===== config.mk =====
export PLATFORM = sky130hd
export DESIGN_NAME = fc_wb_regs
export DESIGN_NICKNAME = d
export VERILOG_FILES = /design/src/fc_pkg.sv /design/src/fc_wb_regs.sv
export SDC_FILE = /design/constraint.sdc
export NUM_CORES = 1
export LEC_CHECK = 0
export ABC_AREA = 1
export BUFFER_PORTS_ARGS = -buffer_cell sky130_fd_sc_hd__buf_2
export CORE_MARGIN = 2
export CORE_UTILIZATION = 38
export DETAILED_ROUTE_END_ITERATION = 7
export GPL_ROUTABILITY_DRIVEN = 0
export PLACE_DENSITY = 0.88
export RECOVER_POWER = 25
export SETUP_SLACK_MARGIN = 0.4
export SKIP_LAST_GASP = 1
export SLEW_MARGIN = 10
export SYNTH_ARGS = -nofsm -noshare
export SYNTH_HDL_FRONTEND = slang
export SYNTH_SLANG_ARGS = --single-unit

===== constraint.sdc =====
create_clock -name clk -period 3.6 [get_ports clk]
set_clock_uncertainty 0.05 [all_clocks]
set_input_delay 0.72 -clock clk [delete_from_list [all_inputs] [get_ports clk]]
set_output_delay 0.72 -clock clk [all_outputs]
set_load 0.02 [all_outputs]

===== src/fc_pkg.sv =====
`default_nettype none

package fc_pkg;

    localparam int DATA_SIZE     = 8;   // Activation bits and plane count
    localparam int INPUT_NEURONS = 16;
    localparam int OUT_NEURONS   = 4;   // Crossbar columns
    localparam int BUS_WIDTH     = 4;   // Plane bits per address
    localparam int OUT_SHIFT     = 8;   // Requantization shift
    localparam int ACC_W         = 21;  // Holds 16 x 128 x 255 with sign

    typedef logic        [DATA_SIZE-1:0] act_t;
    typedef logic signed [7:0]           weight_t;
    typedef logic signed [ACC_W-1:0]     acc_t;

    typedef logic [6:0]  wb_adr_t;  // Word address
    typedef logic [31:0] wb_data_t;

    // Host to slave
    typedef struct packed {
        logic     cyc;
        logic     stb;
        logic     we;
        wb_adr_t  adr;
        wb_data_t dat;
    } wb_req_t;

    // Slave to host
    typedef struct packed {
        logic     ack;
        wb_data_t dat;
    } wb_rsp_t;

endpackage

`default_nettype wire


===== src/fc_wb_regs.sv =====
`default_nettype none

module fc_wb_regs (
    input  wire                                           clk,
    input  wire                                           rst,
    input  wire fc_pkg::wb_req_t                          i_wb,
    output fc_pkg::wb_rsp_t                               o_wb,
    input  wire                                           i_busy,
    input  wire                                           i_done,
    input  wire fc_pkg::act_t [fc_pkg::OUT_NEURONS-1:0]   i_results,
    output logic                                          o_start,   // One-cycle start pulse
    output logic                                          o_act_we,
    output logic                                          o_w_we,
    output logic [6:0]                                    o_index,   // Offset inside region
    output fc_pkg::act_t                                  o_wdata
);

    localparam fc_pkg::wb_adr_t W_BASE = 7'd32;
    localparam int RES_SEL_W = $clog2(fc_pkg::OUT_NEURONS);

    logic            ack_q;
    logic            done_q;
    logic            req;
    logic            wr;
    logic            region_ctrl;
    logic            region_act;
    logic            region_w;
    logic            region_res;
    fc_pkg::wb_data_t rdata;
    fc_pkg::wb_data_t rdata_q;

    assign req = i_wb.cyc && i_wb.stb && !ack_q;  // No new request during ack
    assign wr  = req && i_wb.we;

    assign region_ctrl = (i_wb.adr == '0);
    assign region_act  = (i_wb.adr[6:5] == 2'd0) && i_wb.adr[4];     // 16 to 31
    assign region_w    = (i_wb.adr[6:5] == 2'd1) || (i_wb.adr[6:5] == 2'd2);
    assign region_res  = (i_wb.adr[6:5] == 2'd3) && (i_wb.adr[4:0] < fc_pkg::OUT_NEURONS);

    always_comb begin
        rdata = '0;
        if (region_ctrl) begin
            rdata[0] = i_busy;
            rdata[1] = done_q;
        end else if (region_res) begin
            rdata[fc_pkg::DATA_SIZE-1:0] = i_results[i_wb.adr[RES_SEL_W-1:0]];
        end
    end

    always_ff @(posedge clk) begin
        if (rst) begin
            ack_q    <= 1'b0;
            o_start  <= 1'b0;
            o_act_we <= 1'b0;
            o_w_we   <= 1'b0;
            done_q   <= 1'b0;
        end else begin
            ack_q    <= req;
            o_start  <= wr && region_ctrl && i_wb.dat[0] && !i_busy;  // Start ignored while busy
            o_act_we <= wr && region_act && !i_busy;
            o_w_we   <= wr && region_w && !i_busy;
            if (o_start) begin
                done_q <= 1'b0;  // New run clears done
            end else if (i_done) begin
                done_q <= 1'b1;
            end
        end
    end

    // Bus payload captured with each request
    always_ff @(posedge clk) begin
        if (req) begin
            rdata_q <= i_wb.we ? '0 : rdata;
            o_index <= region_w ? i_wb.adr - W_BASE : i_wb.adr;
            o_wdata <= i_wb.dat[fc_pkg::DATA_SIZE-1:0];
        end
    end

    assign o_wb = fc_pkg::wb_rsp_t'{ack: ack_q, dat: rdata_q};

endmodule

`default_nettype wire


# Word level (Yosys, flattened, before mapping)
# Cells that the tools add are included.
[word_totals]
ff_bits = 52
latchBits = 0
ramBits = 0
romBits = 0
inputBits = 78
output_inout_bits = 51
wordCells = 41
n_memories = 0
[op_classes]
add_sub_neg = 1
n_mul = 0
div = 0
order_cmp = 2
n_eq_ne = 3
n_shift = 0
muxes = 5
n_bitwise = 1
reduce_logical = 19
[ops]
columns = ["operator", "n"]
rows = [
  ["binary-select mux 8 bit (select 2 bit)", 1],
  ["logical AND 1 bit", 12],
  ["2-to-1 mux 8 bit", 1],
  ["zero test 7 bit", 1],
  ["2-to-1 mux 7 bit", 1],
  ["subtractor 7 x 6 -> 7 bit, second input constant", 1],
  ["< comparator 5 x 3 -> 1 bit, second input constant", 1],
  ["equality test 2 bit, second input constant", 2],
  ["2-to-1 mux 2 bit", 2],
  ["< comparator 2 x 3 -> 1 bit, second input constant", 1],
  ["OR reduction 3 bit", 1],
  ["equality test 2 x 1 -> 1 bit, second input constant", 1],
  ["zero test 1 bit", 2],
  ["zero test 2 bit", 1],
  ["OR reduction 2 bit", 1],
  ["logical OR 1 bit", 1],
  ["inverter 1 bit", 1],
]

# Depth between registers and ports, before layout
[logic_depth]
word_depth = 6
depth_mapped = 8
mapped_depth_nobuf = 7

# Least setup slack after synthesis
# OpenSTA, ideal clock, no wires.
[synth_path]
kind = "input port to flip-flop"
startpoint = "in i_wb[40] in the netlist's numbering"
endpoint = "reg o_index[0], enable pin"
setup_time_ps = 432
t_arrival_ps = 2393
t_required_ps = 3118
path_slack_ps = 725
cell_stages = 2
path_buffers = 0
cell_sequence = "inv_1 -> nor3_1"
[synth_between]
elab_chain_len = 2
[synth_lines]
columns = ["element", "line", "rtl"]
rows = [
  ["start: declaration", "fc_wb_regs.sv:6", "input wire fc_pkg::wb_req_t i_wb,"],
  ["logical AND 1 bit (2 in series)", "fc_wb_regs.sv:32", "assign req = i_wb.cyc && i_wb.stb && !ack_q;"],
  ["named net req", "fc_wb_regs.sv:23", "logic req;"],
  ["end signal: assignment", "fc_wb_regs.sv:74", "o_index <= region_w ? i_wb.adr - W_BASE : i_wb.adr;"],
  ["end: declaration", "fc_wb_regs.sv:14", "output logic [6:0] o_index,"],
]
# The timed path passes the listed nets, and every way through them passes these cells.
# A chain may end at the register's enable or synchronous reset.

# Worst setup path in the final report
[layout_path]
startpoint = "in i_wb[32] in the netlist's numbering"
endpoint = "reg rdata_q[1] (data pin)"
[layout_between]
elab_chain_len = 4
word_cells_on_any_way = 7
classes_between = "order compare (1); mux (4); reduce/logical (2)"
[layout_lines]
columns = ["element", "line", "rtl"]
rows = [
  ["< comparator 5 x 3 -> 1 bit / binary-select mux 8 bit (select 2 bit) (equally long branches)", "fc_wb_regs.sv:38, fc_wb_regs.sv:46", ""],
  ["logical AND 1 bit / 2-to-1 mux 8 bit (equally long branches)", "fc_wb_regs.sv:38, fc_wb_regs.sv:46", ""],
  ["2-to-1 mux 2 bit", "fc_wb_regs.sv:45", "end else if (region_res) begin"],
  ["2-to-1 mux 2 bit (*)", "fc_wb_regs.sv:42", "if (region_ctrl) begin"],
  ["end signal: assignment", "fc_wb_regs.sv:73", "rdata_q <= i_wb.we ? '0 : rdata;"],
  ["end: declaration", "fc_wb_regs.sv:30", "fc_pkg::wb_data_t rdata_q;"],
]
# Every way passes the cells marked *; elsewhere a longest branch is shown, timed or not. The select of a mux whose other input is x is not followed.

==> flow_summary_export.csv <==
group,metric,value,unit
run_status,outcome,"completed",
yosys,yosysTopAreaCell,"edfxtp_1",
yosys,synth_ff_type,"edfxtp_1",
critical_path,required,3580,ps
yosys,synth-edff-count,23,
critical_path,endpoint_kind,"flip-flop",
worst_hold_path,hp-start,"o_start",
route,wl_per_cell,10.5,um
route,num_vias,1225,
power_and_ir_drop,power.density,356,nW/um2
floorplanning,die_h,66.3,um
yosys,yosysSeqAreaShare,53.6,%
yosys,synth_area,1480,um2
power_and_ir_drop,p_clk_share,25.4,%
critical_path,critical_path.max_fanout,19,
timing,finalMaxSlewViolations,0,
critical_path,r2r_slack,2420,ps
critical_path,path_common_cell,"o21ai_0",
finish,area_growth,24.6,%
route,initialDrtViolationCount,63,
yosys,synth_cell_types,21,
yosys,yosys_warnings,0,
yosys,synth_area_per_cell,9.64,um2
critical_path,crit_buf_inv,2,
critical_path,r2r_start,"ack_q",
clocking,cts_setup_buffers,0,
clocking,clock-sinks,28,
timing,worst_pin_slew,876,ps
global_route,grt_pass1_vias,1095,
timing,hold_slack,373,ps
global_route,grt.overflow.total,0,
clocking,ctsResizeCount,0,
clocking,clk_path_buf_depth,2,
finish,stdcell_area,1840,um2
timing,fin_crit,2140,ps
clocking,hold_buffers,0,
floorplanning,core,3690,um2
critical_path,path_class,"in -> reg",
route,vias_per_cell,4.38,
floorplanning,num_rows,22,
power_and_ir_drop,p_sw,0.000170,W
worst_hold_path,whs_path_depth,1,
clocking,cts_tree,"built",
place,numPortBuffers,80,
critical_path,slowest_delay,640,ps
route,wirelength,2940,um
yosys,synth-seq-cells,28,
timing,max_freq,467,MHz
critical_path,reg2reg_to,"rdata_q[4]",
timing,setup_viol,0,
critical_path,path_cells,"clkbuf_1 > inv_2 > o21ai_0 > o21ai_0 > nand3_1 > nand2_1",
floorplanning,die_width,66.3,um
finish,fin_util,49.8,%
route,drtPass1Iterations,4,
timing,hold_viol_final,0,
power_and_ir_drop,ir_drop,0.000134,V
global_route,antenna_found_initial,0,
place,dpl-instance-area,1810,um2
route,ant_nets,0,
power_and_ir_drop,pwr-share-comb,18.3,%
global_route,grt_max_degree,24,
critical_path,worstSetupStartpointType,"input port",
clocking,insertion_delay,270,ps
clocking,cts-root-buf,"clkbuf_8",
yosys,yosysMostFrequentCell,"nor2_1",
power_and_ir_drop,p_sw_share,26.1,%
yosys,ys_top_cells_by_area,"edfxtp_1, buf_4, nor2_1",
run,max-cap-violations,0,
yosys,synth_async_sr_flop_share,0,%
power_and_ir_drop,power.leakage,0.859,nW
power_and_ir_drop,p_seq_share,56.3,%
floorplanning,dieArea,4400,um2
place,post-dp-hpwl,2420,um
floorplanning,ioPinCount,129,
critical_path,crit_arrival,2120,ps
timing,rsz0062_at_grt,"false",
global_route,grt_pass1_wl,4530,um
critical_path,slowest_stage,"clkbuf_1",
yosys,ys_top_cells_by_count,"nor2_1, buf_4, edfxtp_1",
timing,slew-limit-headroom,41.6,%
clocking,cts.clk_slew.worst_paths,90,ps
critical_path,rr_worst_depth,2,
critical_path,critPathTopFamily,"buffers and inverters",
finish,drive_gt1_share,35.8,%
finish,diodes,0,
timing,fin_crit_sh,59.4,%
clocking,htreeDepth,1,
clocking,numCtsBuffers,3,
yosys,synth_top_area_share,46.8,%
yosys,synthesis.instances,153,
power_and_ir_drop,internal_power,0.000484,W
global_route,grt_usage,13.5,%
floorplanning,initial_core_util,40.0,%
worst_hold_path,hold_end,"done_q",
finish,fin_nets,314,
timing,tns,0,ps
route,drc,0,
worst_hold_path,hold_class,"reg -> reg",
==> state kept, by name (all words and copies together), names as in the netlist <==
signal,cells
done_q,1
o_w_we,1
o_act_we,1
o_wdata,8
o_start,1
rdata_q,8
ack_q,1
o_index,7
==> stage by stage <==
step | setup slack [ps] | std cells | total power, W
after global routing | 1250 | 280 | 0.000690
after global placement | 1610 | 276 | 0.000495
after CTS | 1880 | 280 | 0.000659
final | 1460 | 280 | 0.000654
after floorplan | 725 | 176 | 0.000472
after detailed placement | 1590 | 276 | 0.000498
==> layout make-up <==
class / instances / area (um2)
clock buffer: 4 / 45.0
fill: 361 / 1850
inverter: 8 / 30.0
multi-input combinational: 111 / 514
sequential: 28 / 791
tap: 48 / 60.1
timing repair buffer: 81 / 398
==> worst register-to-register path: cells and delay by family, from the launching register on <==
family,cells,cell delay [ps]
flops,1,340
simple gates,1,160
buf+inv,1,300
==> layout by cell type (no fill, tap or decap), types with 2 or more instances in the layout <==
cell / netlist / routed
nor2_4: 2 / 2
clkbuf_1: 0 / 9
ha_1: 3 / 3
clkbuf_8: 0 / 3
nor2_1: 33 / 33
o21ai_0: 15 / 15
nand2_1: 16 / 17
dfxtp_1: 5 / 5
nor2_2: 2 / 2
a21oi_1: 7 / 7
buf_2: 0 / 72
inv_1: 7 / 7
conb_1: 1 / 24
nand3_1: 2 / 2
edfxtp_1: 23 / 23
==> metal layers <==
layer  GRT usage, %  routed length, um  up-vias
li1               -                  -      612
met2           24.9               1490       65
met1           14.6               1140      544
met4           7.65                 49        0
met3           2.04                263        4
met5              0                  0        -
==> logic make-up after synthesis <==
logic type                 Yosys count  share of synthesized area, %
DFF                                 28                          53.6
AOI/OAI and AO/OA                   22                          7.46
adders and majority gates            3                          2.54
buffers and inverters               37                          17.1
xor gates and xnor gates             1                         0.594
other                                1                         0.254
and+or+nand+nor                     61                          18.4
==> how the worst max path moves through the flow <==
stage | to | slack [ps] | depth (start not counted) | start
finish | rdata_q[1] | 1460 | 6 | i_wb[32]
global route | rdata_q[1] | 1250 | 6 | i_wb[32]
CTS | rdata_q[1] | 1880 | 6 | i_wb[32]
detailed placement | rdata_q[1] | 1590 | 6 | i_wb[32]
global placement | rdata_q[1] | 1610 | 6 | i_wb[32]
floorplan | o_index[0] | 730 | 2 | i_wb[40]
==> power groups by stage <==
stage	logic, W	registers (W)	clock network (W)
CTS	0.000123	0.000368	0.000168
finish	0.000120	0.000368	0.000166
detailed placement	0.000122	0.000376	0
floorplan	0.0000801	0.000392	0
global placement	0.000120	0.000375	0
global route	0.000134	0.000369	0.000187
Note: power is estimated with default switching activity, not from simulation.
