[config.mk]
export PLATFORM = sky130hd
export DESIGN_NAME = fc_func_unit
export DESIGN_NICKNAME = d
export VERILOG_FILES = /design/src/fc_pkg.sv /design/src/fc_func_unit.sv
export SDC_FILE = /design/constraint.sdc
export NUM_CORES = 1
export LEC_CHECK = 0
export ABC_AREA = 1
export BUFFER_PORTS_ARGS = -buffer_cell sky130_fd_sc_hd__buf_2
export CAP_MARGIN = 20
export CORE_MARGIN = 2
export CORE_UTILIZATION = 53
export CTS_CLUSTER_DIAMETER = 200
export DETAILED_ROUTE_END_ITERATION = 8
export GPL_TIMING_DRIVEN = 0
export PLACE_DENSITY = 0.87
export RECOVER_POWER = 25
export SLEW_MARGIN = 20
export SYNTH_ARGS = -nofsm -noshare
export SYNTH_HDL_FRONTEND = slang
export SYNTH_SLANG_ARGS = --single-unit
[constraint.sdc]
create_clock -name clk -period 3.8 [get_ports clk]
set_clock_uncertainty 0.15 [all_clocks]
set_input_delay 0.19 -clock clk [delete_from_list [all_inputs] [get_ports clk]]
set_output_delay 0.19 -clock clk [all_outputs]
set_load 0.02 [all_outputs]
[src/fc_pkg.sv]
`default_nettype none

package fc_pkg;

    localparam int DATA_SIZE     = 8;   // Activation bits and plane count
    localparam int INPUT_NEURONS = 16;
    localparam int OUT_NEURONS   = 4;   // Crossbar columns
    localparam int BUS_WIDTH     = 4;   // Plane bits per address
    localparam int OUT_SHIFT     = 8;   // Requantization shift
    localparam int ACC_W         = 21;  // Holds 16 x 128 x 255 with sign

    typedef logic        [DATA_SIZE-1:0] act_t;
    typedef logic signed [7:0]           weight_t;
    typedef logic signed [ACC_W-1:0]     acc_t;

    typedef logic [6:0]  wb_adr_t;  // Word address
    typedef logic [31:0] wb_data_t;

    // Host to slave
    typedef struct packed {
        logic     cyc;
        logic     stb;
        logic     we;
        wb_adr_t  adr;
        wb_data_t dat;
    } wb_req_t;

    // Slave to host
    typedef struct packed {
        logic     ack;
        wb_data_t dat;
    } wb_rsp_t;

endpackage

`default_nettype wire

[src/fc_func_unit.sv]
`default_nettype none

module fc_func_unit #(
    parameter int OUT_SHIFT = fc_pkg::OUT_SHIFT
) (
    input  wire                                         clk,
    input  wire                                         rst,
    input  wire                                         i_start,
    input  wire fc_pkg::acc_t [fc_pkg::OUT_NEURONS-1:0] i_acc,
    output logic                                        o_ready,
    output fc_pkg::act_t [fc_pkg::OUT_NEURONS-1:0]      o_results,
    output logic                                        o_done
);

    localparam int NUM_COL = fc_pkg::OUT_NEURONS;
    localparam int COL_W   = (NUM_COL > 1) ? $clog2(NUM_COL) : 1;
    localparam int ACT_W   = $bits(fc_pkg::act_t);
    localparam int ACC_W   = fc_pkg::ACC_W;

    fc_pkg::acc_t [NUM_COL-1:0] acc_q;
    logic [COL_W-1:0]           col;
    fc_pkg::acc_t               shifted;
    fc_pkg::act_t               result;

    // ReLU, requantize, saturate
    always_comb begin
        shifted = acc_q[col] >>> OUT_SHIFT;
        if (acc_q[col][ACC_W-1]) begin
            result = '0;
        end else if (|shifted[ACC_W-1:ACT_W]) begin
            result = '1;  // Clamp to 255
        end else begin
            result = shifted[ACT_W-1:0];
        end
    end

    always_ff @(posedge clk) begin
        if (o_ready && i_start) begin
            acc_q <= i_acc;
        end
    end

    always_ff @(posedge clk) begin
        if (rst) begin
            o_ready   <= 1'b1;
            o_done    <= 1'b0;
            col       <= '0;
            o_results <= '0;
        end else begin
            o_done <= 1'b0;
            if (o_ready) begin
                if (i_start) begin
                    o_ready <= 1'b0;
                    col     <= '0;
                end
            end else begin
                o_results[col] <= result;
                col            <= col + 1'b1;
                if (col == COL_W'(NUM_COL - 1)) begin
                    o_ready <= 1'b1;
                    o_done  <= 1'b1;  // All results written
                end
            end
        end
    end

endmodule

`default_nettype wire

-- Yosys cells after proc, flatten, opt, wreduce, memory -nomap -nowiden
Cells that the tools add are included.
- $add $sub $neg: 1
- $lt $le $gt $ge: 2
- equality and inequality tests: 2
- muxes and demuxes: 12
- reduce and logical (&&, ||, !) cells: 4
- operators with widths (operator ; number):
    $bmux 21 s2 ; 1
    $bwmux 32 ; 1
    $mux 8 ; 3
    $mux 21 ; 1
    $demux 8 s2 ; 1
    $reduce_or 5->1 ; 1
    $mux 2 ; 2
    $lt 2x3->1 const B ; 1
    $mux 1 ; 3
    $add 2x1->2 const B ; 1
    $eq 2x2->1 const B ; 1
    $ge 2x1->1 const B ; 1
    $logic_and 1x1->1 ; 2
    $ne 2x2->1 const B ; 1
    $reduce_or 2->1 ; 1
- register bits: 120
- input bits: 87
- output and inout bits: 34
- logic and storage cells: 32

-- Depth between registers and ports, before layout
Gate-level depths: netlist of the first run.
- word-level depth: 6
- depth in mapped cells: 9
- depth with buffers taken out: 7

-- Worst setup path after synthesis of the first run
OpenSTA, ideal clock, no wires.
- path type: register -> register
- start: register o_ready
- end: register acc_q[10] in the netlist's numbering, enable pin
- library setup time: 0.406 ns
- arrival: 1.613 ns
- required time: 3.244 ns
- setup slack: 1.631 ns
- stages on the path, launching flop included: 3
- path buffers: 0
- clock period less this slack: 2.169 ns
- path through: dfxtp_1 -> nand2_1 -> inv_1
- word-level cells in the longest chain between the ends: 1
- RTL lines (element ; RTL line ; source):
    from (decl) ; fc_func_unit.sv:10 ; output logic o_ready,
    from (signal assigned) ; fc_func_unit.sv:45 ; o_ready <= 1'b1;
    from (signal assigned) ; fc_func_unit.sv:53 ; o_ready <= 1'b0;
    from (signal assigned) ; fc_func_unit.sv:60 ; o_ready <= 1'b1;
    $logic_and 1x1->1 ; fc_func_unit.sv:38 ; if (o_ready && i_start) begin
    to (signal assigned) ; fc_func_unit.sv:39 ; acc_q <= i_acc;
    to (decl) ; fc_func_unit.sv:20 ; fc_pkg::acc_t [NUM_COL-1:0] acc_q;
Every way passes these cells.
A chain may end at the register's enable or synchronous reset.

-- Final worst setup path of the first run
- start: register col[0]
- end: register o_results[6] in the netlist's numbering
- word-level cells in the longest chain between the ends: 6
- elaborated cells between the ends (all ways): 11
- RTL lines (element ; RTL line ; source):
    from (decl) ; fc_func_unit.sv:21 ; logic [COL_W-1:0] col;
    from (signal assigned) ; fc_func_unit.sv:58 ; col <= col + 1'b1;
    $bmux 21 s2 ; fc_func_unit.sv:27, fc_func_unit.sv:28 ;
    $mux 21 (implied by the code) ; fc_func_unit.sv:27, fc_func_unit.sv:28 ;
    $reduce_or 5->1 ; fc_func_unit.sv:30 ; end else if (|shifted[ACC_W-1:ACT_W]) begin
    $mux 8 ; fc_func_unit.sv:30 ;
    $mux 8 ; fc_func_unit.sv:28 ; if (acc_q[col][ACC_W-1]) begin
    $bwmux 32 * ; fc_func_unit.sv:57 ; o_results[col] <= result;
    to (signal, indexed assignment) ; fc_func_unit.sv:57 ;
    to (decl) ; fc_func_unit.sv:11 ; output fc_pkg::act_t [fc_pkg::OUT_NEURONS-1:0] o_results,
Every way passes the cells marked *; elsewhere a longest branch is shown, timed or not. The select of a mux whose other input is x is not followed.

==> results of run 1 <==
-- metal layers --
| layer | wire length [µm] | up-vias | track usage |
|---|---|---|---|
| li1 | - | 1310 | - |
| met1 | 3410 | 1263 | 0.312 |
| met5 | 0 | - | 0 |
| met4 | 159 | 0 | 0.0894 |
| met2 | 4420 | 130 | 0.447 |
| met3 | 718 | 17 | 0.0732 |
-- critical path: stages (launching register included) --
cell and delay (ns):
dfxtp_1 0.41, inv_2 0.11, buf_6 0.17, buf_12 0.15, ha_1 0.14, inv_1 0.04, nor2_1 0.28, buf_2 0.29
o21ai_0 0.10, a21oi_1 0.14
-- layout make-up --
cell class,instances,area [µm²]
sequential,88,2280
fill,404,1580
timing repair buffer,143,1000
multi-input combinational,175,932
clock buffer,12,166
buffer,12,113
tap,77,96.3
inverter,11,41.3
clock inverter,4,26.3
antenna,1,2.50
-- state kept, by name, summed over array words and instances, names as in the netlist --
| signal | count |
|---|---|
| o_results | 32 |
| acc_q | 52 |
| o_ready | 1 |
| o_done | 1 |
| col | 2 |
-- cell families after synthesis --
kind of cell / Yosys count
buf+inv: 23
simple gates: 111
flops: 88
fa+ha+maj: 4
compound gates: 60
-- what timing repair did --
action                                  in CTS  in global routing
hold buffers                                54                  0
hold endpoints to repair                    56                  0
endpoints found under the setup margin       0                  0
-- layout by cell type, fill, tap and decap left out, types with 2 or more instances in the layout --
| cell | netlist | final |
|---|---|---|
| buf_2 | 3 | 86 |
| dlygate4sd3_1 | 0 | 54 |
| nand2_1 | 53 | 53 |
| edfxtp_1 | 52 | 52 |
| dfxtp_1 | 36 | 36 |
| o21ai_0 | 25 | 25 |
| a21oi_1 | 24 | 24 |
| nand3_1 | 18 | 18 |
| clkbuf_8 | 1 | 11 |
| nor2_1 | 10 | 10 |
| nand2_2 | 10 | 10 |
| inv_1 | 9 | 9 |
| nand4_1 | 7 | 7 |
| clkbuf_1 | 2 | 7 |
| o21ai_1 | 7 | 7 |
| ha_1 | 4 | 4 |
| inv_2 | 2 | 3 |
| buf_6 | 3 | 3 |
| a21oi_2 | 3 | 3 |
| nor2_2 | 2 | 2 |
| nand3_4 | 2 | 2 |
| nand3_2 | 2 | 2 |
| nand2_4 | 2 | 2 |
-- final timing paths --
check | end | cells past startpoint | slack, ns
max | o_results[6]$_SDFFE_PP0P_ | 9 | 1.73
min | o_results[28]$_SDFFE_PP0P_ | 2 | 0.31
max reg2reg | o_results[6]$_SDFFE_PP0P_ | 9 | 1.73
min reg2reg | o_results[28]$_SDFFE_PP0P_ | 2 | 0.31
-- power groups by stage --
| stage | Clock, W | Combinational [W] | Sequential [W] |
|---|---|---|---|
| after global routing | 0.000672 | 0.000299 | 0.00109 |
| after floorplan | 0 | 0.000122 | 0.00112 |
| after detailed placement | 0 | 0.000221 | 0.00110 |
| after global placement | 0 | 0.000209 | 0.00110 |
| after CTS | 0.000620 | 0.000265 | 0.00108 |
| final | 0.000622 | 0.000276 | 0.00108 |
-- stage by stage --
step | cells | util | cell area, µm² | total power [W] | hold slack (ns)
after detailed placement | 452 | 0.630 | 3930 | 0.00133 | 0.218
after floorplan | 286 | - | 3370 | 0.00124 | 0.109
after global placement | 451 | 0.626 | 3910 | 0.00131 | 0.217
final | 523 | 0.747 | 4660 | 0.00198 | 0.306
after CTS | 522 | 0.748 | 4670 | 0.00197 | 0.310
after global routing | 523 | 0.747 | 4660 | 0.00206 | 0.322
==> impl_results.md, run 1 <==
- Final wirelength: 8.71 mm
- Grt total ovfl: 0
- Post-CTS Setup Inserts: 0
- Final critical-path share of the clock period: 0.545
- NumNets Final: 531
- Max-Cap Viols: 0
- Final setup fails: 0
- FF-to-FF Start: col[0]$_SDFFE_PP0P_
- Distinct cells, synth: 31
- Worst path required time: 3.94 ns
- Clock Path Buffers: 2
- Initial antenna violation count: 1
- Fmax: 482 MHz
- Placer Congestion: 0.794
- Commonest cells post-synth: 53 x nand2_1, 52 x edfxtp_1, 36 x dfxtp_1
- Total global-route track usage: 0.259
- IO Pins: 121
- Post-route ant nets: 0
- Total die area: 7010 µm²
- Max rail drop VDD: 0.355 mV
- Synth Area in Compound Gates: 0.0936
- CTS root buf: clkbuf_8
- DP Worst Slack: 1.78 ns
- Top cells by area, synth: edfxtp_1 46%, dfxtp_1 21%, nand2_1 5.9%, o21ai_0 3.7%, a21oi_1 3.6%
- Fraction of layout cells with a size suffix above 1: 0.308
- Pwr dens: 425 nW/µm²
- Area leader, netlist: edfxtp_1
- H-tree depth: 3
- Initial core utilization: 0.540
- Status: finished clean
- Net Sw Frac: 0.254
- Die W: 83.7 µm
- Netlist Area Pre-Place: 3370 µm²
- Register area share after synthesis: 0.678
- First-pass iteration count of the detailed router: 4
- Post-Synth Simple-Gate Area: 0.168
- Setup CP Type: reg2reg
- Power Internal: 0.00148 W
- Max-slew violation count: 0
- Post-synthesis xor/xnor area fraction: 0
- Chip height: 83.7 µm
- Synth Flop Type: edfxtp_1
- Number of flops mapped to enable cells by yosys: 52
- Clock network power share: 0.314
- CP Launch Type: register
- Crit. Startpoint: col[0]$_SDFFE_PP0P_
- Number of synthesized register bits: 88
- Syn Area/Cell: 11.8 µm²
- Initial drt markers: around 180
- CP Capture Type: register
- Layout area overhead: 38.4%
- Hold Crit Start: o_results[28]$_SDFFE_PP0P_
- CTS tree: done
- WL per Instance: 16.7 µm
- Syn Nets: 377
- Vias per Instance: 5.20
- Crit path DAT: 2.21 ns
- Fin crit period: 2.07 ns
- Least-Margin Pin Slew: 0.697 ns
- Worst slew margin: 0.535
- Dpl hpwl: about 4.7 mm
- CTS Buf Count: 9
- Clk_lat worst skew: about 0.36 ns
- Area share of the largest cell type after synthesis: 0.464
- Post-Synth Adder-Cell Area: 0.0149
- CTS sink count: 88
- Clk slew on worst S/H paths: about 0.09 ns
- Largest net degree at the start of global routing: 29
- Vias in the first global route: about 2800
- Post-synthesis mux area share: 0
- DRC viols: 0
- RSZ-0062 raised after global routing: false
- Combinational Power Share: 0.139
- Top-count cell post-synth: nand2_1
- Routed via count: 2720
- Sequential Power Share: 0.547
- Hold Fails Final Rpt: 0
- CTS resizes: 0
- # rows: 29
- Crit Path Max Fanout: 11
- Gate Count Post-Synth: 286
- IO buf count: 88
- Yosys warns: 0
- Leakage: 2.00 nW
- Global-route wire length before repair: 13.9 mm
- Min-delay worst type: reg2reg
- Main combinational cell family by area after synthesis: simple AND/OR/NAND/NOR gates
- Fin worst setup slack: 1.73 ns
- FFs w/ async S/R, synth: 0
- Placeable core area: 6240 µm²
- Net Sw Power: 0.000503 W
- Setup TNS Final: 0 ns
(Power assumes the default switching activity.)
==> inputs of run 2 (changes only) <==
Settings changed: ABC_AREA 1 to 0, CORE_UTILIZATION 53 to 48, PLACE_DENSITY 0.87 to 0.8.
Clock period 3.8 ns to 2 ns, I/O delays scaled along.
==> run 2 against run 1 <==
Against the previous run: core utilization down 2.7 points; sequential share of layout area rose by 0.24 points; synthesized cell count decreased by 17%; combinational power up 67%; worst hold slack got worse by 0.0032 ns; sequential cell count is the same; setup slack worse by 1.7 ns; die area grew 6.0%; final cell count shrank 7.8%; critical endpoint is now col[1]$_SDFFE_PP0P_; highest routed layer unchanged.
==> impl_results.md, run 2 <==
- CTS tree: done
- Fraction of layout cells with a size suffix above 1: 0.360
- Placeable core area: 6460 µm²
- Pwr dens: 798 nW/µm²
- Clock Path Buffers: 2
- IO Pins: 121
- Number of flops mapped to enable cells by yosys: 52
- Top sig layer: met4
- Initial core utilization: 0.502
- Worst slew margin: 0.492
- Initial antenna violation count: 0
- Max-slew violation count: 0
- Total die area: between 7000 and 8000 µm²
- Max rail drop VDD: between 0.5 and 0.6 mV
- Grt total ovfl: 0
- Distinct cells, synth: 28
- Fmax: 511 MHz
- Power Internal: ~0.0028 W
- IO buf count: between 80 and 90
- Net Sw Frac: 0.244
- Final critical-path share of the clock period: 0.978
- Crit path DAT: 2.04 ns
- Commonest non-fill, non-tap cell in the layout: buf_2
- Wire length on met2: 4.57 mm
- Area share of the largest cell type after synthesis: 0.481
- Netlist Area Pre-Place: 3240 µm²
- Sequential Power Share: 0.556
- Max-Cap Viols: 0
- Clock network power share: 0.320
- Syn Area/Cell: 13.7 µm²
- DP Worst Slack: -0.352 ns
- Final hold slack: ~0.30 ns
- Layout area overhead: 43.3%
- Highest-count cells in the layout ignoring fill and taps: 87 x buf_2, 55 x dlygate4sd3_1, 52 x edfxtp_1
- Register area share after synthesis: 0.703
- WL per Instance: between 15 and 20 µm
- Synth Flop Type: edfxtp_1
- Commonest cells post-synth: 52 x edfxtp_1, 37 x o21ai_0, 36 x dfxtp_1
- Combinational Power Share: 0.124
- Finished Core Util: 0.720
- Setup TNS Final: 0 ns
- CTS sink count: 88
- Top reg by flops: acc_q
- FFs w/ async S/R, synth: 0
- Top-count cell post-synth: edfxtp_1
- Vias in the first global route: 2606
- Clk_lat worst skew: 0.35 ns
- Routed via count: 2639
- Yosys warns: 0
- H-tree depth: 3
- Delay-heaviest family, CP: buffers and inverters
- Min-delay worst type: in2reg
- Dpl hpwl: 4.56 mm
- CP max-delay cell: dlygate4sd3_1
- CP Launch Type: register
- Net Sw Power: 0.000906 W
- Initial drt markers: around 210
- Crit Path Max Fanout: 6
- Crit-path cells: buf_6 -> clkinvlp_4 -> buf_8 -> ha_1 -> nand2b_1 -> a21oi_1 -> dlygate4sd3_1
- Fillers: 420
- Vias per Instance: 5.48
- Met3 WL: ~710 µm
- Global-route wire length before repair: 13.2 mm
- Area leader, netlist: edfxtp_1
- Status: finished clean
- DRC viols: 0
- Max reg flops: 52
- M1 WL: 3.39 mm
- NumNets Final: 491
- Least-Margin Pin Slew: 0.754 ns
- Final setup fails: 0
- # rows: 29
- Gate Count Post-Synth: 237
- Top cells by area, synth: edfxtp_1 48%, dfxtp_1 22%, a31oi_1 6.2%, o21ai_0 5.7%, mux2_2 2.8%
- Total power: 0.00371 W
- Setup CP Type: reg2reg
- CTS Buf Count: 9
- Die W: 86.2 µm
- Crit path largest cell delay: roughly 0.56 ns
- Largest registers: acc_q (52), o_results (32), col (2)
- Total global-route track usage: 0.239
- Chip height: between 80 and 90 µm
- Final wirelength: 8.88 mm
- Worst path required time: about 2.1 ns
- Syn Nets: approximately 330
- Fin worst setup slack: 0.0433 ns
- N_diodes: 0
- Leakage: 1.92 nW
- CTS root buf: clkbuf_8
- Placer Congestion: 0.802
- Fin crit period: 1.96 ns
- Largest net degree at the start of global routing: 54
- Number of synthesized register bits: 88
- First-pass iteration count of the detailed router: 6
- Hold Fails Final Rpt: 0
- Post-route ant nets: 0
- Clk slew on worst S/H paths: 0.09 ns
- WP buf/inv: 4
- CP Capture Type: register
==> run 2: changes by cell type after synthesis, sizes merged, moves of 5 or more <==
cell and delta:
mux2i +8, clkbuf +9, nand4 -8, buf -5, nand3 -19, mux2 +8
o21ai +7, a31oi +32, nand2 -56, nor2 -5, inv -9, a21oi -22
nor2b +5
==> run 2: logic make-up (layout without fill, tap and decap cells) <==
logic type,after synthesis,count (layout),synth area share
AO/OA/AOI/OAI,79,79,0.150
multiplexers,17,17,0.0594
adder cells (fa/ha/maj),4,4,0.0154
buffers and inverters,18,186,0.0247
AND/OR/NAND/NOR,31,31,0.0474
flip-flops,88,88,0.703
==> run 2: repair_timing <==
action,CTS,global route
resized for setup,15,24
endpoints found under the hold margin,56,0
pin swaps,2,3
setup buffers,1,10
hold buffers,55,0
endpoints found under the setup margin,32,33
==> run 2: worst paths after layout <==
check | start | cells past startpoint | slack, ns | endpoint
setup reg to reg | col[1]$_SDFFE_PP0P_ | 7 | 0.04 | col[1]$_SDFFE_PP0P_
setup / recovery | col[1]$_SDFFE_PP0P_ | 7 | 0.04 | col[1]$_SDFFE_PP0P_
hold reg to reg | o_results[13]$_SDFFE_PP0P_ | 2 | 0.37 | o_results[13]$_SDFFE_PP0P_
hold / removal | i_acc[57] | 2 | 0.30 | acc_q[57]$_DFFE_PP_
==> run 2: per-stage QoR <==
step | area [µm²] | instances
2_1_floorplan | 3250 | 237
3_3_place_gp | 3780 | 402
3_5_place_dp | 3780 | 402
4_1_cts | 4550 | 473
5_1_grt | 4650 | 482
6_report | 4650 | 482
==> run 2: cell type report <==
type                    count  area [µm²]  share of cell area
well taps                  77        96.3              0.0207
clock inverters             2        13.8             0.00296
multi-input cells         131         897               0.193
inverters                   2        11.3             0.00242
flip-flops and latches     88        2290               0.492
repair buffers            154        1070               0.231
plain buffers              14        96.3              0.0207
clock buffers              14         175              0.0377
==> run 2: worst reg2reg max path, stage by stage (launching register included) <==
cell and delay, ns:
dfxtp_2 0.35, buf_6 0.13, clkinvlp_4 0.11, buf_8 0.14
ha_1 0.27, nand2b_1 0.08, a21oi_1 0.06, dlygate4sd3_1 0.56
==> run 2: metal layers <==
| metal | up-vias | global-route usage |
|---|---|---|
| li1 | 1228 | - |
| met5 | - | 0 |
| met3 | 20 | 0.0762 |
| met1 | 1262 | 0.286 |
| met4 | 0 | 0.0952 |
| met2 | 129 | 0.402 |
==> run 2: power by group through the flow <==
stage | combinational [W] | sequential, W | clock [W]
after floorplan | 0.000169 | 0.00212 | 0
after global placement | 0.000329 | 0.00209 | 0
after detailed placement | 0.000337 | 0.00210 | 0
after CTS | 0.000424 | 0.00206 | 0.00117
after global routing | 0.000491 | 0.00207 | 0.00126
final | 0.000460 | 0.00206 | 0.00119
==> inputs of run 3 (changes only) <==
Settings changed: CORE_UTILIZATION 48 to 52, CTS_CLUSTER_DIAMETER 200 to default, PLACE_DENSITY 0.8 to 0.86.
Clock period 2 ns to 2.45 ns, I/O delays scaled along.
==> run 3 against run 2 <==
Against the previous run: worst hold slack improved by 0.023 ns; design area fell by 2.1%; sequential power shrank 18%; register-to-register slack gained 0.22 ns; maximum frequency is 10% lower; critical endpoint unchanged; clock-buffer cell count is 4 lower; largest power group unchanged.
==> impl_results.md, run 3 (synthesis results as in run 2) <==
- Fin worst setup slack: 0.268 ns
- Commonest non-fill, non-tap cell in the layout: buf_2
- Max rail drop VDD: 0.489 mV
- Routed via count: 2511
- Fin crit period: 2.18 ns
- WP buf/inv: 4
- Highest-count cells in the layout ignoring fill and taps: 88 x buf_2, 55 x dlygate4sd3_1, 52 x edfxtp_1
- Crit path largest cell delay: 0.57 ns
- Pwr dens: roughly 680 nW/µm²
- DRC viols: 0
- Crit-path cells: buf_6 -> inv_1 -> buf_2 -> ha_1 -> nand2b_1 -> a21oi_1 -> dlygate4sd3_1
- Clk slew on worst S/H paths: 0.08 ns
- Hold Fails Final Rpt: 0
- Power Internal: about 0.0024 W
- Initial core utilization: 0.542
- Setup CP Type: reg2reg
- Post-route ant nets: 0
- Status: finished clean
- Crit Path Max Fanout: 11
- Final critical-path share of the clock period: 0.891
- CTS Buf Count: 9
- Layout area overhead: 40.3%
- H-tree depth: 3
- Net Sw Frac: 0.232
- Vias per Instance: about 5.3
- CTS root buf: clkbuf_8
- Max reg flops: 52
- Final hold slack: 0.326 ns
- Initial drt markers: 184
- Fmax: 458 MHz
- Die W: between 80 and 90 µm
- Dpl hpwl: about 4.7 mm
- # rows: 28
- Total global-route track usage: 0.232
- Placer Congestion: 0.794
- Total power: between 0.003 and 0.004 W
- Least-Margin Pin Slew: between 0.7 and 0.8 ns
- Crit path DAT: 2.27 ns
- IO Pins: around 120
- Crit. Startpoint: col[1]$_SDFFE_PP0P_
- CP Launch Type: register
- N_diodes: 0
- NumNets Final: 482
- Final setup fails: 0
- Hold Crit Start: i_acc[57]
- WL per Instance: 16.8 µm
- Largest net degree at the start of global routing: 54
- Combinational Power Share: 0.113
- Leakage: 1.85 nW
- Clock Path Buffers: 2
- First-pass iteration count of the detailed router: 4
- Final wirelength: 7.92 mm
- Sequential Power Share: 0.541
- Delay-heaviest family, CP: buffers and inverters
- Net Sw Power: 0.000719 W
- Max-Cap Viols: 0
- Grt total ovfl: 0
- CP Capture Type: register
- Largest registers: acc_q (52), o_results (32), col (2)
- Chip height: 83.0 µm
- FF-to-FF setup slack: 0.27 ns
- Total die area: between 6000 and 7000 µm²
- RSZ-0062 raised after global routing: false
- Setup TNS Final: 0 ns
- Initial antenna violation count: 0
- FF-to-FF Start: col[1]$_SDFFE_PP0P_
- CTS sink count: 88
- Vias in the first global route: approximately 2600
- CP max-delay cell: dlygate4sd3_1
- DP Worst Slack: -0.135 ns
- Top reg by flops: acc_q
- Min-delay worst type: in2reg
- Worst path required time: 2.54 ns
- Global-route wire length before repair: 12.5 mm
- CTS tree: done
- Max-slew violation count: 0
- Clock network power share: 0.345
- Placeable core area: 5990 µm²
- Fraction of layout cells with a size suffix above 1: 0.313
- IO buf count: 88
- Clk_lat worst skew: 0.35 ns
- Worst slew margin: 0.488
==> run 3: path summary, 6_finish.rpt <==
path                                             endpoint  cells after the start
worst max register to register        col[1]$_SDFFE_PP0P_                      7
worst min-delay path                  acc_q[57]$_DFFE_PP_                      2
worst min register to register  o_results[5]$_SDFFE_PP0P_                      2
worst max-delay path                  col[1]$_SDFFE_PP0P_                      7
==> run 3: what timing repair did <==
action / CTS / global route
hold buffers: 55 / 0
setup endpoints to repair: 16 / 19
endpoints found under the hold margin: 55 / 0
setup buffers: 0 / 0
gates resized for setup: 1 / 11
==> run 3: power by group through the flow <==
stage / Clock (W) / Combinational (W) / Sequential, W
after floorplan: 0 / 0.000137 / 0.00173
after global placement: 0 / 0.000264 / 0.00171
after detailed placement: 0 / 0.000272 / 0.00171
after CTS: 0.00107 / 0.000339 / 0.00168
after global routing: 0.00114 / 0.000377 / 0.00169
final: 0.00107 / 0.000351 / 0.00168
==> run 3: routing by layer <==
metal / part of all wire / GRT usage / up-vias
met3: 0.050 / 0.0517 / 12
met4: 0.019 / 0.0924 / 0
met2: 0.54 / 0.421 / 88
met1: 0.39 / 0.265 / 1202
met5: 0 / 0 / -
li1: - / - / 1209
==> run 3: per-stage QoR <==
| step | util | instance area, µm² | cells |
|---|---|---|---|
| floorplan | - | 3250 | 237 |
| global placement | 0.631 | 3780 | 400 |
| detailed placement | 0.631 | 3780 | 400 |
| CTS | 0.759 | 4540 | 471 |
| global route | 0.760 | 4550 | 471 |
| finish | 0.760 | 4550 | 471 |
==> run 3: layout make-up <==
type	count	area, µm²
inverters	2	7.51
clock buffers	10	128
plain buffers	16	82.6
clock inverters	6	85.1
multi-input cells	131	885
fillers	349	1440
repair buffers	143	990
flip-flops and latches	88	2280
well taps	75	93.8
